### config.mk
export PLATFORM = sky130hd
export DESIGN_NAME = vliwExecCore
export DESIGN_NICKNAME = d
export VERILOG_FILES = /design/src/hdl/isaPkg.sv /design/src/hdl/busPkg.sv /design/src/hdl/arithLane.sv /design/src/hdl/commitMerge.sv /design/src/hdl/creditFifo.sv /design/src/hdl/vliwExecCore.sv
export SDC_FILE = /design/constraint.sdc
export NUM_CORES = 1
export LEC_CHECK = 0
export ABC_AREA = 1
export BUFFER_PORTS_ARGS = -buffer_cell sky130_fd_sc_hd__buf_2
export CORE_MARGIN = 2
export CORE_UTILIZATION = 40
export CTS_BUF_LIST = sky130_fd_sc_hd__clkbuf_2
export DETAILED_ROUTE_END_ITERATION = 10
export PLACE_DENSITY = 0.59
export SYNTH_ARGS = -nofsm -noshare
export SYNTH_HDL_FRONTEND = slang
export SYNTH_SLANG_ARGS = --single-unit
### constraint.sdc
create_clock -name clock_i -period 14.7 [get_ports clock_i]
set_clock_uncertainty 0.05 [all_clocks]
set_input_delay 1.47 -clock clock_i [delete_from_list [all_inputs] [get_ports clock_i]]
set_output_delay 1.47 -clock clock_i [all_outputs]
set_load 0.05 [all_outputs]
### src/hdl/isaPkg.sv
`default_nettype none

package isaPkg;

	////////////////////////////////////////////////////////////////////////////
	// datapath widths
	////////////////////////////////////////////////////////////////////////////

	// operand and result width
	localparam int DATA_W = 16;
	// destination register address width, 32 registers
	localparam int REG_ADDR_W = 5;
	// opcode field width as it comes out of decode
	localparam int OPCODE_W = 7;

	////////////////////////////////////////////////////////////////////////////
	// arithmetic opcodes
	////////////////////////////////////////////////////////////////////////////

	// zero and anything above OP_MOV are illegal
	typedef enum logic [OPCODE_W-1:0] {
		OP_ADD = 7'd1,
		OP_SUB = 7'd2,
		OP_AND = 7'd3,
		OP_OR  = 7'd4,
		OP_XOR = 7'd5,
		OP_SHL = 7'd6,
		OP_SHR = 7'd7,
		OP_MOV = 7'd8
	} opcode_e;

	typedef logic [DATA_W-1:0] data_t;
	typedef logic [REG_ADDR_W-1:0] regAddr_t;

	// two status bits per lane, overflow in the upper bit
	typedef struct packed {
		logic overflow;
		logic underflow;
	} status_t;

endpackage

`default_nettype wire

### src/hdl/busPkg.sv
`default_nettype none

package busPkg;

	////////////////////////////////////////////////////////////////////////////
	// issue side records
	////////////////////////////////////////////////////////////////////////////

	// one decoded lane op, operands already resolved to values
	// opcode kept as raw bits so illegal codes can travel
	typedef struct packed {
		logic isWb;
		logic [isaPkg::OPCODE_W-1:0] opcode;
		isaPkg::regAddr_t wbAddr;
		isaPkg::data_t pOperand;
		isaPkg::data_t sOperand;
	} laneOp_t;

	// lane A in the upper half
	typedef struct packed {
		laneOp_t laneA;
		laneOp_t laneB;
	} bundle_t;

	////////////////////////////////////////////////////////////////////////////
	// result side records
	////////////////////////////////////////////////////////////////////////////

	// issued is a one cycle marker from the lane register
	typedef struct packed {
		logic issued;
		logic wbValid;
		isaPkg::regAddr_t wbAddr;
		isaPkg::data_t wbData;
		isaPkg::status_t status;
	} laneResult_t;

	// one lane's share of a commit, all zero when not writing
	typedef struct packed {
		logic wbValid;
		isaPkg::regAddr_t wbAddr;
		isaPkg::data_t wbData;
		isaPkg::status_t status;
	} commitHalf_t;

	// lane A in the upper half, same as the bundle
	typedef struct packed {
		commitHalf_t laneA;
		commitHalf_t laneB;
	} commit_t;

endpackage

`default_nettype wire

### src/hdl/arithLane.sv
`default_nettype none

module arithLane (
	input wire logic clock_i,
	input wire logic reset_i,
	input wire logic issue_i,
	input wire busPkg::laneOp_t op_i,
	output busPkg::laneResult_t result_o
);

	// one extra bit to catch the add carry
	logic [isaPkg::DATA_W:0] sumWide;
	isaPkg::data_t aluData;
	isaPkg::status_t aluStatus;
	logic legalOp;
	logic wbValid;

	assign sumWide = {1'b0, op_i.pOperand} + {1'b0, op_i.sOperand};

	////////////////////////////////////////////////////////////////////////////
	// opcode decode and compute
	////////////////////////////////////////////////////////////////////////////

	always_comb
	begin
		aluData = '0;
		aluStatus = '0;
		legalOp = 1'b1;
		case (isaPkg::opcode_e'(op_i.opcode))
			isaPkg::OP_ADD:
			begin
				aluData = sumWide[isaPkg::DATA_W-1:0];
				aluStatus.overflow = sumWide[isaPkg::DATA_W];
			end
			isaPkg::OP_SUB:
			begin
				aluData = op_i.pOperand - op_i.sOperand;
				// borrow out, unsigned compare
				aluStatus.underflow = op_i.pOperand < op_i.sOperand;
			end
			isaPkg::OP_AND: aluData = op_i.pOperand & op_i.sOperand;
			isaPkg::OP_OR: aluData = op_i.pOperand | op_i.sOperand;
			isaPkg::OP_XOR: aluData = op_i.pOperand ^ op_i.sOperand;
			// shift amount is the low nibble only
			isaPkg::OP_SHL: aluData = op_i.pOperand << op_i.sOperand[3:0];
			isaPkg::OP_SHR: aluData = op_i.pOperand >> op_i.sOperand[3:0];
			isaPkg::OP_MOV: aluData = op_i.sOperand;
			default: legalOp = 1'b0;
		endcase
	end

	// illegal opcodes never write back
	assign wbValid = op_i.isWb && legalOp;

	////////////////////////////////////////////////////////////////////////////
	// result register
	////////////////////////////////////////////////////////////////////////////

	always_ff @(posedge clock_i)
	begin
		if (reset_i)
		begin
			result_o <= '0;
		end
		else
		begin
			// issued marks the cycle right after the issue strobe
			result_o.issued <= issue_i;
			if (issue_i)
			begin
				result_o.wbValid <= wbValid;
				// non writing lanes leave a clean zero record
				result_o.wbAddr <= wbValid ? op_i.wbAddr : '0;
				result_o.wbData <= wbValid ? aluData : '0;
				result_o.status <= wbValid ? aluStatus : '0;
			end
		end
	end

endmodule

`default_nettype wire

### src/hdl/commitMerge.sv
`default_nettype none

module commitMerge #(
	parameter int COMMIT_DEPTH = 4,
	parameter int COMMIT_CREDITS = 2
) (
	input wire logic clock_i,
	input wire logic reset_i,
	input wire busPkg::laneResult_t resultA_i,
	input wire busPkg::laneResult_t resultB_i,
	input wire logic commitCredit_i,
	output logic issueReady_o,
	output logic commitValid_o,
	output busPkg::commit_t commit_o
);

	localparam int CNT_W = $clog2(COMMIT_DEPTH + 1);
	localparam int CREDIT_W = (COMMIT_CREDITS > 0) ? $clog2(COMMIT_CREDITS + 1) : 1;
	// one bundle in the queue output register, one in the lanes, one arriving
	localparam int ISSUE_SLACK = 3;

	busPkg::commitHalf_t halfA;
	busPkg::commitHalf_t halfB;
	busPkg::commit_t mergedRecord;
	logic sameDest;
	logic bundleDone;
	logic [CNT_W-1:0] commitCount;
	logic [CREDIT_W-1:0] creditCount;
	logic creditAvail;
	logic commitPop;

	////////////////////////////////////////////////////////////////////////////
	// in-bundle writeback rule
	////////////////////////////////////////////////////////////////////////////

	// both lanes aiming at one register, lane B wins
	assign sameDest = resultA_i.wbValid && resultB_i.wbValid
		&& (resultA_i.wbAddr == resultB_i.wbAddr);

	always_comb
	begin
		halfA.wbValid = resultA_i.wbValid;
		halfA.wbAddr = resultA_i.wbAddr;
		halfA.wbData = resultA_i.wbData;
		halfA.status = resultA_i.status;
		// suppressed lane A looks like a lane that never wrote
		if (sameDest)
		begin
			halfA = '0;
		end
	end

	assign halfB.wbValid = resultB_i.wbValid;
	assign halfB.wbAddr = resultB_i.wbAddr;
	assign halfB.wbData = resultB_i.wbData;
	assign halfB.status = resultB_i.status;

	assign mergedRecord.laneA = halfA;
	assign mergedRecord.laneB = halfB;

	// lanes run in lockstep, both issued in the same cycle
	assign bundleDone = resultA_i.issued && resultB_i.issued;

	////////////////////////////////////////////////////////////////////////////
	// commit queue and downstream credits
	////////////////////////////////////////////////////////////////////////////

	assign creditAvail = creditCount != '0;
	// same condition the queue uses to pop
	assign commitPop = creditAvail && (commitCount != '0);

	creditFifo #(
		.DEPTH(COMMIT_DEPTH),
		.ITEM_T(busPkg::commit_t)
	) commitQueue (
		.clock_i(clock_i),
		.reset_i(reset_i),
		.push_i(bundleDone),
		.item_i(mergedRecord),
		.ready_i(creditAvail),
		.outValid_o(commitValid_o),
		.item_o(commit_o),
		.count_o(commitCount)
	);

	// spent at the pop edge, not at the strobe
	always_ff @(posedge clock_i)
	begin
		if (reset_i)
		begin
			creditCount <= CREDIT_W'(COMMIT_CREDITS);
		end
		else
		begin
			case ({commitPop, commitCredit_i})
				2'b10: creditCount <= creditCount - 1'b1;
				2'b01: creditCount <= creditCount + 1'b1;
				default: creditCount <= creditCount;
			endcase
		end
	end

	// hold the bundle queue unless three commit slots are free
	assign issueReady_o = (int'(commitCount) + ISSUE_SLACK) <= COMMIT_DEPTH;

endmodule

`default_nettype wire

### src/hdl/creditFifo.sv
`default_nettype none

module creditFifo #(
	parameter int DEPTH = 4,
	parameter type ITEM_T = logic
) (
	input wire logic clock_i,
	input wire logic reset_i,
	input wire logic push_i,
	input wire ITEM_T item_i,
	input wire logic ready_i,
	output logic outValid_o,
	output ITEM_T item_o,
	output logic [$clog2(DEPTH+1)-1:0] count_o
);

	localparam int CNT_W = $clog2(DEPTH + 1);
	// keep at least one pointer bit for a single entry queue
	localparam int PTR_W = (DEPTH > 1) ? $clog2(DEPTH) : 1;

	ITEM_T mem [DEPTH];
	logic [PTR_W-1:0] rdPtr;
	logic [PTR_W-1:0] wrPtr;
	logic doPop;
	logic doPush;

	// deliver whenever the consumer is ready and something is stored
	assign doPop = ready_i && (count_o != '0);
	// a full queue still takes a push on a pop edge
	assign doPush = push_i && ((count_o != CNT_W'(DEPTH)) || doPop);

	////////////////////////////////////////////////////////////////////////////
	// storage and output register
	////////////////////////////////////////////////////////////////////////////

	always_ff @(posedge clock_i)
	begin
		if (doPush)
		begin
			mem[wrPtr] <= item_i;
		end
		// oldest entry, held until the next delivery
		if (doPop)
		begin
			item_o <= mem[rdPtr];
		end
	end

	////////////////////////////////////////////////////////////////////////////
	// pointers, occupancy, strobe
	////////////////////////////////////////////////////////////////////////////

	always_ff @(posedge clock_i)
	begin
		if (reset_i)
		begin
			rdPtr <= '0;
			wrPtr <= '0;
			count_o <= '0;
			outValid_o <= 1'b0;
		end
		else
		begin
			// strobe for exactly the cycle after the pop edge
			outValid_o <= doPop;
			if (doPush)
			begin
				wrPtr <= (wrPtr == PTR_W'(DEPTH - 1)) ? '0 : wrPtr + 1'b1;
			end
			if (doPop)
			begin
				rdPtr <= (rdPtr == PTR_W'(DEPTH - 1)) ? '0 : rdPtr + 1'b1;
			end
			// push and pop together leave the count alone
			case ({doPush, doPop})
				2'b10: count_o <= count_o + 1'b1;
				2'b01: count_o <= count_o - 1'b1;
				default: count_o <= count_o;
			endcase
		end
	end

endmodule

`default_nettype wire

### src/hdl/vliwExecCore.sv
`default_nettype none

module vliwExecCore #(
	parameter int BUNDLE_DEPTH = 4,
	parameter int COMMIT_DEPTH = 4,
	parameter int COMMIT_CREDITS = 2
) (
	input wire logic clock_i,
	input wire logic reset_i,
	input wire logic bundleValid_i,
	input wire busPkg::bundle_t bundle_i,
	output wire logic bundleCredit_o,
	input wire logic commitCredit_i,
	output wire logic commitValid_o,
	output wire busPkg::commit_t commit_o
);

	// bundle queue out, lanes in
	logic issueStrobe;
	busPkg::bundle_t issuedBundle;
	// commit merger back pressure
	logic issueReady;
	// lanes out, merger in
	busPkg::laneResult_t resultA;
	busPkg::laneResult_t resultB;

	////////////////////////////////////////////////////////////////////////////
	// bundle queue, sized to the upstream credits
	////////////////////////////////////////////////////////////////////////////

	creditFifo #(
		.DEPTH(BUNDLE_DEPTH),
		.ITEM_T(busPkg::bundle_t)
	) bundleQueue (
		.clock_i(clock_i),
		.reset_i(reset_i),
		.push_i(bundleValid_i),
		.item_i(bundle_i),
		.ready_i(issueReady),
		.outValid_o(issueStrobe),
		.item_o(issuedBundle),
		.count_o()
	);

	// each bundle leaving the queue hands one credit back
	assign bundleCredit_o = issueStrobe;

	////////////////////////////////////////////////////////////////////////////
	// lanes
	////////////////////////////////////////////////////////////////////////////

	arithLane laneA (
		.clock_i(clock_i),
		.reset_i(reset_i),
		.issue_i(issueStrobe),
		.op_i(issuedBundle.laneA),
		.result_o(resultA)
	);

	arithLane laneB (
		.clock_i(clock_i),
		.reset_i(reset_i),
		.issue_i(issueStrobe),
		.op_i(issuedBundle.laneB),
		.result_o(resultB)
	);

	// merge, commit queue, downstream credits
	commitMerge #(
		.COMMIT_DEPTH(COMMIT_DEPTH),
		.COMMIT_CREDITS(COMMIT_CREDITS)
	) merger (
		.clock_i(clock_i),
		.reset_i(reset_i),
		.resultA_i(resultA),
		.resultB_i(resultB),
		.commitCredit_i(commitCredit_i),
		.issueReady_o(issueReady),
		.commitValid_o(commitValid_o),
		.commit_o(commit_o)
	);

endmodule

`default_nettype wire

==> results.tsv, run 1 <==
metric	value	unit
status	complete, no violations	
register area	22070	um2
nets@finish	4011	
CP delay by family, top	flip-flops	
gpl congestion	0.9497	
Max Cap Violations	0	
Yosys top cell area share	0.5777	
commonest cells in the netlist	nand2_1 (693), edfxtp_1 (690), nor2_1 (444)	
power per cell area	210.3	nW/um2
Post-synth EDFFs	690	
RSZ-0062 raised after global routing	no	
Synth Flop Type	edfxtp_1	
# IOs	144	
full die area	92080	um2
leading area contributor after synthesis	edfxtp_1	
Post-synth ARST share	0	
Reg clk slew, reported paths	0.11	ns
Pre-antenna DRT Iters	6	
Sink Count	757	
IO Port Bufs	143	
Slew HR	0.2785	
root buffer cell	clkbuf_2	
clock buffer depth	3	
Synthesized Nets	3817	
Final Core Density	0.4446	
largest net degree at the start of global routing	99	
final setup vio count	0	
CTS tree	built	
top cells by area, synth	edfxtp_1 (58%), nand2_1 (7.3%), o21ai_0 (4.7%)	
dpl cells	4763	
min-delay src	bundle_i[45]	
vias per inst	5.161	
chip width	303.4	um
Slew Viols, Final	0	
cell with the most instances after synthesis	nand2_1	
crit path kind	reg2out	
Critical path buffers and inverters	1	
Synth Instances	3602	
HP Class	in2reg	
CP Launch Type	flop	
initial core utilization	0.4046	
syn_area_per_cell	9.957	um2
post-CTS setup-driven buffer insertion count	0	
post_cts resized	0	
fin cells	5116	
Critical Path, Cell by Cell	buf_2	
DRT antenna net count	0	
first-pass GRT wire length	140400	um
dpl hpwl	59680	um
RR Startpoint	merger.commitQueue.count_o[2]	
area delta synth->final	9.890	%
Slew @ Worst Pin	1.081	ns
hold buffers post-CTS	8	
Post-Synthesis Cell Area	35870	um2
Fillers	8635	
Worst-Skew Late Latency	1.43	ns
layout cell share with drive strength beyond 1	0.1384	
H-tree depth	4	
total grt overflow	0	
slowest CP cell	dfxtp_1	
CORE AREA	88650	um2
FF+latch count, synth	757	
antenna violations before repair	15	
WL final	91110	um
worst setup path startpoint	bundleQueue.outValid_o	
WP data required	13.18	ns
min Tclk post-route	3.788	ns
WP data arrival	2.27	ns
Num CTS Buffers	188	
remaining routing DRC violations	0	
register area share after synthesis	0.6151	
Fin. Hold Viols	0	
vias after detailed routing	26410	
Multi-input gate area	11850	um2
peak supply drop	111.3	uV
DRT iter0 DRCs	2453	
crit share post-route	0.2577	
Setup TNS	0	ns
crit path capture type	output port	
WL/cell	17.81	um
overall routing resource usage	0.1974	
Synth cell types	46	
Max Freq	264.0	MHz
Yosys Warn Count	0	
vias in the first global route	24370	
Worst path max stage delay	0.58	ns
CP Max Fanout	9	
Die Span Y	303.4	um
leakage power	15.79	nW
Rows	109	
[power by group]
group          switching [mW]  internal [mW]  leakage, nW
Clock                   0.876          0.553         1.34
Sequential              0.282           2.85         6.94
Combinational            2.72           1.01         7.51
[final timing paths]
| check | to | slack [ns] | cells past startpoint |
|---|---|---|---|
| hold reg to reg | merger.commitQueue.mem[3][11] | 0.41 | 0 |
| setup / recovery | bundleCredit_o | 10.91 | 1 |
| setup reg to reg | bundleQueue.mem[0][84] | 11.34 | 6 |
| hold / removal | bundleQueue.mem[1][45] | 0.20 | 1 |
[cell families after synthesis]
logic type,count (synthesis),synth area share
buffers and inverters,488,0.05627
DFF,757,0.6151
adders and majority gates,121,0.04347
xor gates and xnor gates,5,0.001221
AOI/OAI and AO/OA,658,0.09876
muxes,1,0.0002791
and+or+nand+nor,1572,0.1849
[through the flow]
step | power [mW] | hold slack [ns] | area [um2] | worst slack, ns
2_1_floorplan | 5.845 | 0.3723 | 35870 | 8.718
3_3_place_gp | 6.843 | 0.3974 | 37500 | 10.41
3_5_place_dp | 6.869 | 0.4002 | 37500 | 10.39
4_1_cts | 8.325 | 0.003435 | 39400 | 10.72
5_1_grt | 8.947 | 0.02174 | 39410 | 10.69
6_report | 8.290 | 0.2040 | 39410 | 10.91
[metal layers]
metal / wire length (um) / global-route usage / vias up
met5: 104 / 0 / -
met4: 1581 / 0.05719 / 18
met3: 6952 / 0.04591 / 125
met2: 38930 / 0.2837 / 879
met1: 43540 / 0.2964 / 12400
li1: - / - / 12980
[cells in the final DEF (no fill, tap or decap), types with 4 or more instances in the layout]
| cell | instances |
|---|---|
| dlygate4sd3_1 | 8 |
| nor2_4 | 12 |
| o21ai_0 | 337 |
| diode_2 | 5 |
| or2_2 | 4 |
| and2_1 | 8 |
| xor2_1 | 5 |
| nand2_1 | 693 |
| o21ai_1 | 13 |
| inv_1 | 286 |
| ha_1 | 115 |
| nand4_1 | 38 |
| nand3b_1 | 5 |
| nand3_1 | 323 |
| clkinv_1 | 45 |
| buf_4 | 31 |
| or2_1 | 5 |
| edfxtp_1 | 690 |
| inv_4 | 4 |
| nor3_1 | 16 |
| inv_6 | 4 |
| nand2_2 | 17 |
| buf_2 | 143 |
| dfxtp_1 | 64 |
| clkbuf_2 | 260 |
| fa_1 | 6 |
| nor2_1 | 436 |
| clkinv_2 | 22 |
| o21bai_1 | 6 |
| nor2_2 | 8 |
| inv_12 | 6 |
| a21oi_1 | 132 |
| inv_2 | 16 |
| o22ai_1 | 159 |
[state kept, by name, summed over array words and instances (netlist names), 3 cells and up]
name	cells
bundleQueue.item_o	90
laneA.result_o	24
merger.commitQueue.count_o	3
laneB.result_o	25
bundleQueue.mem	360
merger.commitQueue.item_o	48
merger.commitQueue.mem	192
bundleQueue.count_o	3
[area by class of cell]
type / instances / area share
Sequential cell: 757 / 0.5599
Multi-Input combinational cell: 2357 / 0.3006
Tap cell: 1165 / 0.03698
Clock buffer: 260 / 0.03302
Inverter: 310 / 0.03003
Timing Repair Buffer: 182 / 0.02610
Clock inverter: 80 / 0.01308
Antenna cell: 5 / 0.0003175
[worst register-to-register path, cell delays in order (launching register included)]
cell,delay [ns]
dfxtp_1,0.33
nor2_1,0.21
nand2_2,0.18
nand4_1,0.11
nand2_1,0.32
nor2_4,0.92
buf_4,0.85
Note: power is estimated with default switching activity, not from simulation.
==> run 2, diff against run 1 <==
Settings changed: PLACE_DENSITY 0.59 to 0.61.
Clock period 14.7 ns to 3.1 ns, I/O delays scaled along.
==> run 2 against run 1 <==
  * Register-to-register slack got worse by 11 ns
  * Sequential share of layout area decreased by 3.1 points
  * Total power increased to 4.8 times the previous value
  * Sequential power increased to 4.7 times the previous value
  * Global-route usage increased by 1.0 points
  * Final cell count increased by 4.2%
  * Utilization increased by 2.6 points
  * First-iteration DRC count increased by 4.3%
  * Critical path type is now reg2reg
  * Critical endpoint is now laneA.result_o[6]
  * Highest routed layer unchanged
==> results.tsv, run 2 (synthesized netlist as in run 1, its figures left out) <==
metric	value	unit
Die Span Y	303.4	um
crit path kind	reg2reg	
clock buffer depth	3	
clock power share	0.165	
CTS tree	built	
largest net degree at the start of global routing	99	
Num CTS Buffers	189	
post-placement setup slack	0.5104	ns
area delta synth->final	16.34	%
CP Max Fanout	8	
Reg clk slew, reported paths	0.11	ns
peak supply drop	425.8	uV
Slew @ Worst Pin	1.029	ns
most frequent cells in the layout	nand2_1 (693), edfxtp_1 (690), nor2_1 (436)	
Worst-Skew Late Latency	1.42	ns
WL/cell	18.01	um
crit path capture type	flop	
HP Class	in2reg	
full die area	92080	um2
Slew HR	0.3117	
total grt overflow	0	
vias per inst	5.163	
initial core utilization	0.4046	
Fin. Hold Viols	0	
vias after detailed routing	27520	
largest register by flop count	bundleQueue.mem	
WL final	96000	um
cell internal pwr	21.50	mW
status	complete, no violations	
Rows	109	
CORE AREA	88650	um2
Comb pwr share	0.469	
WP data required	4.19	ns
Seq pwr share	0.365	
register area	22070	um2
Fillers	8436	
post_cts resized	0	
Sw Share	0.4647	
chip width	303.4	um
final setup vio count	0	
IO Port Bufs	143	
crit share post-route	0.8879	
min Tclk post-route	2.753	ns
Sink Count	757	
dpl hpwl	65470	um
power per cell area	962.5	nW/um2
leakage power	16.80	nW
first-pass GRT wire length	147500	um
DRT iter0 DRCs	2558	
gpl congestion	0.9708	
remaining routing DRC violations	0	
antenna violations before repair	8	
RSZ-0062 raised after global routing	no	
# IOs	144	
Pre-antenna DRT Iters	7	
post-CTS setup-driven buffer insertion count	0	
WP data arrival	3.84	ns
Largest regs	bundleQueue.mem (360), merger.commitQueue.mem (192), bundleQueue.item_o (90)	
Slew Viols, Final	0	
nets@finish	4234	
H-tree depth	4	
root buffer cell	clkbuf_2	
DRT antenna net count	0	
Net Switching	18.66	mW
Multi-input gate area	11850	um2
Setup WS post-layout	0.3474	ns
number of flip-flops in the largest register	360	
cell area after layout	41730	um2
layout cell share with drive strength beyond 1	0.1422	
most common cell after layout, fill and taps aside	nand2_1	
WHS Path Cells	3	
overall routing resource usage	0.2074	
CP Launch Type	flop	
Max Freq	363.3	MHz
Max Cap Violations	0	
R2R depth	13	
vias in the first global route	25860	
post-place instance area	38040	um2
run 2: cell types whose count changed in the layout (fill, tap and decap cells not counted), moves of 14 or more:
cell / before / now
clkbuf_2: 260 / 285
buf_12: 0 / 21
clkinv_1: 45 / 29
dlygate4sd3_1: 8 / 193
clkinv_2: 22 / 8
buf_4: 31 / 47
run 2: final cells by class:
type,instances,area share
clock buffers,285,0.03418
diodes,3,0.0001799
well taps,1165,0.03493
repair buffers,404,0.08198
inverters,310,0.02834
multi-input cells,2357,0.2839
flip-flops and latches,757,0.5289
clock inverters,49,0.007616
run 2: worst paths after layout:
path	start	to	slack [ns]
worst max-delay path	bundleQueue.item_o[45]	laneA.result_o[6]	0.35
worst min-delay path	bundle_i[22]	bundleQueue.mem[2][22]	0.19
worst max register to register	bundleQueue.item_o[45]	laneA.result_o[6]	0.35
worst min register to register	bundleQueue.count_o[0]	bundleQueue.count_o[0]	0.41
run 2: repair_timing:
action,CTS,global route
hold endpoints to repair,787,0
hold buffers,193,0
setup endpoints to repair,0,0
run 2: power groups by stage:
stage	combinational (mW)	clock (mW)	sequential, mW
after floorplan	12.0	0	15.7
after global placement	18.4	0	14.9
after detailed placement	18.4	0	14.9
after CTS	18.7	6.90	14.7
after global routing	20.9	7.42	14.8
final	18.8	6.64	14.7
run 2: worst max-delay path: stages, from the launching register on:
cell	delay, ns
edfxtp_1	0.59
ha_1	0.26
inv_1	0.07
fa_1	0.41
inv_1	0.11
nand3_1	0.10
nand3_1	0.18
nand2_1	0.07
nand3_1	0.09
o21ai_0	0.08
a21oi_1	0.20
nand3_1	0.13
nand2_1	0.07
a21oi_1	0.06
run 2: per-layer routing:
layer	up-vias	GRT usage	wire length [um]
met5	-	0	24
met4	4	0.06594	1923
met3	126	0.03905	6412
met2	995	0.3136	42680
met1	12990	0.3016	44960
li1	13410	-	-
run 2: stage by stage:
stage	cells	util	hold WS, ns	power (mW)	TNS (ns)
5_1_grt	5329	0.4707	0.09580	43.20	0
4_1_cts	5327	0.4706	0.00001221	40.25	0
6_report	5330	0.4707	0.1921	40.16	0
2_1_floorplan	3602	-	0.3589	27.69	-219.11
3_3_place_gp	4800	0.4291	0.3911	33.25	0
3_5_place_dp	4800	0.4291	0.4015	33.32	0
==> run 3, diff against run 2 <==
Settings changed: ABC_AREA 1 to unset.
==> run 3 against run 2 <==
  * Non-clock buffer count up 171
  * Via count down 16%
  * First-iteration DRC count down 19%
  * Worst hold slack better by 0.036 ns
  * Final area up 1.5%
  * Die area down 3.2%
==> results.tsv, run 3 <==
metric	value	unit
FF+latch count, synth	757	
full die area	89100	um2
register-to-register path setup slack	0.02	ns
post-place instance area	38320	um2
Seq pwr share	0.361	
RSZ-0062 raised after global routing	yes	
root buffer cell	clkbuf_2	
worst setup path startpoint	bundleQueue.item_o[25]	
Sw Share	0.4106	
top cells by area, synth	edfxtp_1 (60%), mux4_2 (11%), ha_1 (4.1%)	
Post-synth ARST share	0	
DRT iter0 DRCs	2060	
# IOs	144	
register area share after synthesis	0.6360	
Yosys Warn Count	0	
HP Class	in2reg	
Comb pwr share	0.463	
status	complete, no violations	
vias in the first global route	23940	
WL final	97160	um
post-placement setup slack	0.01214	ns
most frequent cells in the layout	edfxtp_1 (690), clkbuf_2 (262), buf_4 (205)	
leading area contributor after synthesis	edfxtp_1	
Post-Synthesis Cell Area	34690	um2
initial core utilization	0.4017	
Net Switching	16.37	mW
vias per inst	5.439	
Reg clk slew, reported paths	0.10	ns
gpl congestion	0.9477	
Critical Path End	laneB.result_o[16]	
Synth cell types	83	
clock buffer depth	3	
largest register by flop count	bundleQueue.mem	
Rows	108	
remaining routing DRC violations	0	
dpl hpwl	67910	um
commonest cells in the netlist	edfxtp_1 (690), nor2_1 (172), mux4_2 (166)	
Yosys top cell area share	0.5973	
chip width	298.5	um
Max Cap Violations	0	
largest net degree at the start of global routing	97	
WP data arrival	4.28	ns
reg2reg end	laneB.result_o[16]	
WL/cell	22.81	um
Synthesized Nets	2541	
DRT antenna net count	0	
crit path capture type	flop	
nets@finish	3172	
most common cell after layout, fill and taps aside	edfxtp_1	
number of flip-flops in the largest register	360	
antenna violations before repair	7	
crit path kind	reg2reg	
cell area after layout	42360	um2
leakage power	15.33	nW
Worst-Skew Late Latency	1.39	ns
CP Max Fanout	3	
Num CTS Buffers	189	
Sink Count	757	
cell with the most instances after synthesis	edfxtp_1	
final setup vio count	0	
syn_area_per_cell	14.91	um2
first-pass GRT wire length	147200	um
Largest regs	bundleQueue.mem (360), merger.commitQueue.mem (192), bundleQueue.item_o (90)	
WP data required	4.30	ns
Slew Viols, Final	0	
area delta synth->final	22.10	%
cell internal pwr	23.50	mW
RR Startpoint	bundleQueue.item_o[25]	
power per cell area	941.4	nW/um2
peak supply drop	808.8	uV
crit share post-route	0.9928	
Synth Instances	2326	
Die Span Y	298.5	um
CORE AREA	86350	um2
Pre-antenna DRT Iters	7	
CTS tree	built	
layout cell share with drive strength beyond 1	0.2926	
vias after detailed routing	23170	
Fin. Hold Viols	0	
CP Launch Type	flop	
overall routing resource usage	0.2181	
Synth Flop Type	edfxtp_1	
Post-synth EDFFs	690	
Slew @ Worst Pin	0.9051	ns
Setup WS post-layout	0.02239	ns
H-tree depth	4	
R2R depth	11	
clock power share	0.176	
min Tclk post-route	3.078	ns
Max Freq	324.9	MHz
IO Port Bufs	143	
Slew HR	0.3946	
Fillers	7586	
total grt overflow	0	
## run 3: changes by cell type after synthesis, sizes merged, moves of 42 or more
cell / before / now
o22ai: 159 / 9
nand2: 713 / 101
mux2i: 1 / 43
o21ai: 351 / 98
nand3: 326 / 24
mux4: 0 / 166
inv: 303 / 107
nor2: 457 / 175
## run 3: layout make-up
| class | instances | area, um2 | area share |
|---|---|---|---|
| sequential | 757 | 22070 | 0.5212 |
| antenna | 2 | 5.005 | 0.0001182 |
| clock buffer | 262 | 1311 | 0.03096 |
| multi-input combinational | 1325 | 11770 | 0.2779 |
| timing repair buffer | 575 | 4787 | 0.1130 |
| inverter | 109 | 412.9 | 0.009748 |
| tap | 1155 | 1445 | 0.03412 |
| clock inverter | 75 | 549.3 | 0.01297 |
## run 3: logic make-up after synthesis
group / share of synthesized area
compound gates: 0.09280
flops: 0.6360
fa+ha+maj: 0.04494
xor+xnor: 0.005554
buf+inv: 0.02867
mux: 0.1238
simple gates: 0.06831
## run 3: worst min path at each step
stage	from	end	slack (ns)	cells after the start
floorplan	bundle_i[0]	bundleQueue.mem[0][0]	0.36	0
global placement	laneA.result_o[3]	laneA.result_o[3]	0.41	2
detailed placement	laneA.result_o[3]	laneA.result_o[3]	0.41	2
CTS	bundle_i[45]	bundleQueue.mem[2][45]	0.003	3
global route	bundle_i[12]	bundleQueue.mem[0][12]	0.09	3
finish	bundle_i[89]	bundleQueue.mem[2][89]	0.23	3
## run 3: through the flow
step / instances / hold slack [ns] / utilization / setup TNS (ns) / power (mW)
2_1_floorplan: 2326 / 0.3589 / - / -0.08064 / 25.76
3_3_place_gp: 3716 / 0.4093 / 0.4438 / -0.02778 / 32.38
3_5_place_dp: 3716 / 0.4091 / 0.4438 / 0 / 32.47
4_1_cts: 4254 / 0.002708 / 0.4888 / -0.04076 / 39.86
5_1_grt: 4260 / 0.08677 / 0.4905 / -0.05063 / 42.23
6_report: 4260 / 0.2284 / 0.4905 / 0 / 39.87
## run 3: power by group through the flow
| stage | registers, mW | logic (mW) | clock network [mW] |
|---|---|---|---|
| 2_1_floorplan | 15.4 | 10.4 | 0 |
| 3_3_place_gp | 14.6 | 17.8 | 0 |
| 3_5_place_dp | 14.7 | 17.8 | 0 |
| 4_1_cts | 14.4 | 18.1 | 7.34 |
| 5_1_grt | 14.6 | 19.8 | 7.85 |
| 6_report | 14.4 | 18.4 | 7.03 |
## run 3: routing by layer
layer	wire [um]	up-vias	global-route usage
li1	-	10570	-
met1	43710	11620	0.3038
met2	44580	799	0.3357
met3	5877	183	0.04595
met4	2948	8	0.08638
met5	45	-	0
## run 3: repair_timing
action,CTS,global route
setup endpoints to repair,4,17
setup buffers,0,4
gates resized for setup,3,32
pin swaps,0,5
hold endpoints to repair,787,0
hold buffers,201,0
## run 3: critical path, cell delays in order (launching register included)
cell      delay, ns
edfxtp_1       0.40
inv_1          0.20
ha_1           0.29
nor4_1         0.46
nor2_1         0.08
a32oi_1        0.29
o41ai_1        0.14
buf_4          0.15
o31ai_1        0.37
a221o_1        0.23
o21ai_0        0.08
a311oi_1       0.28
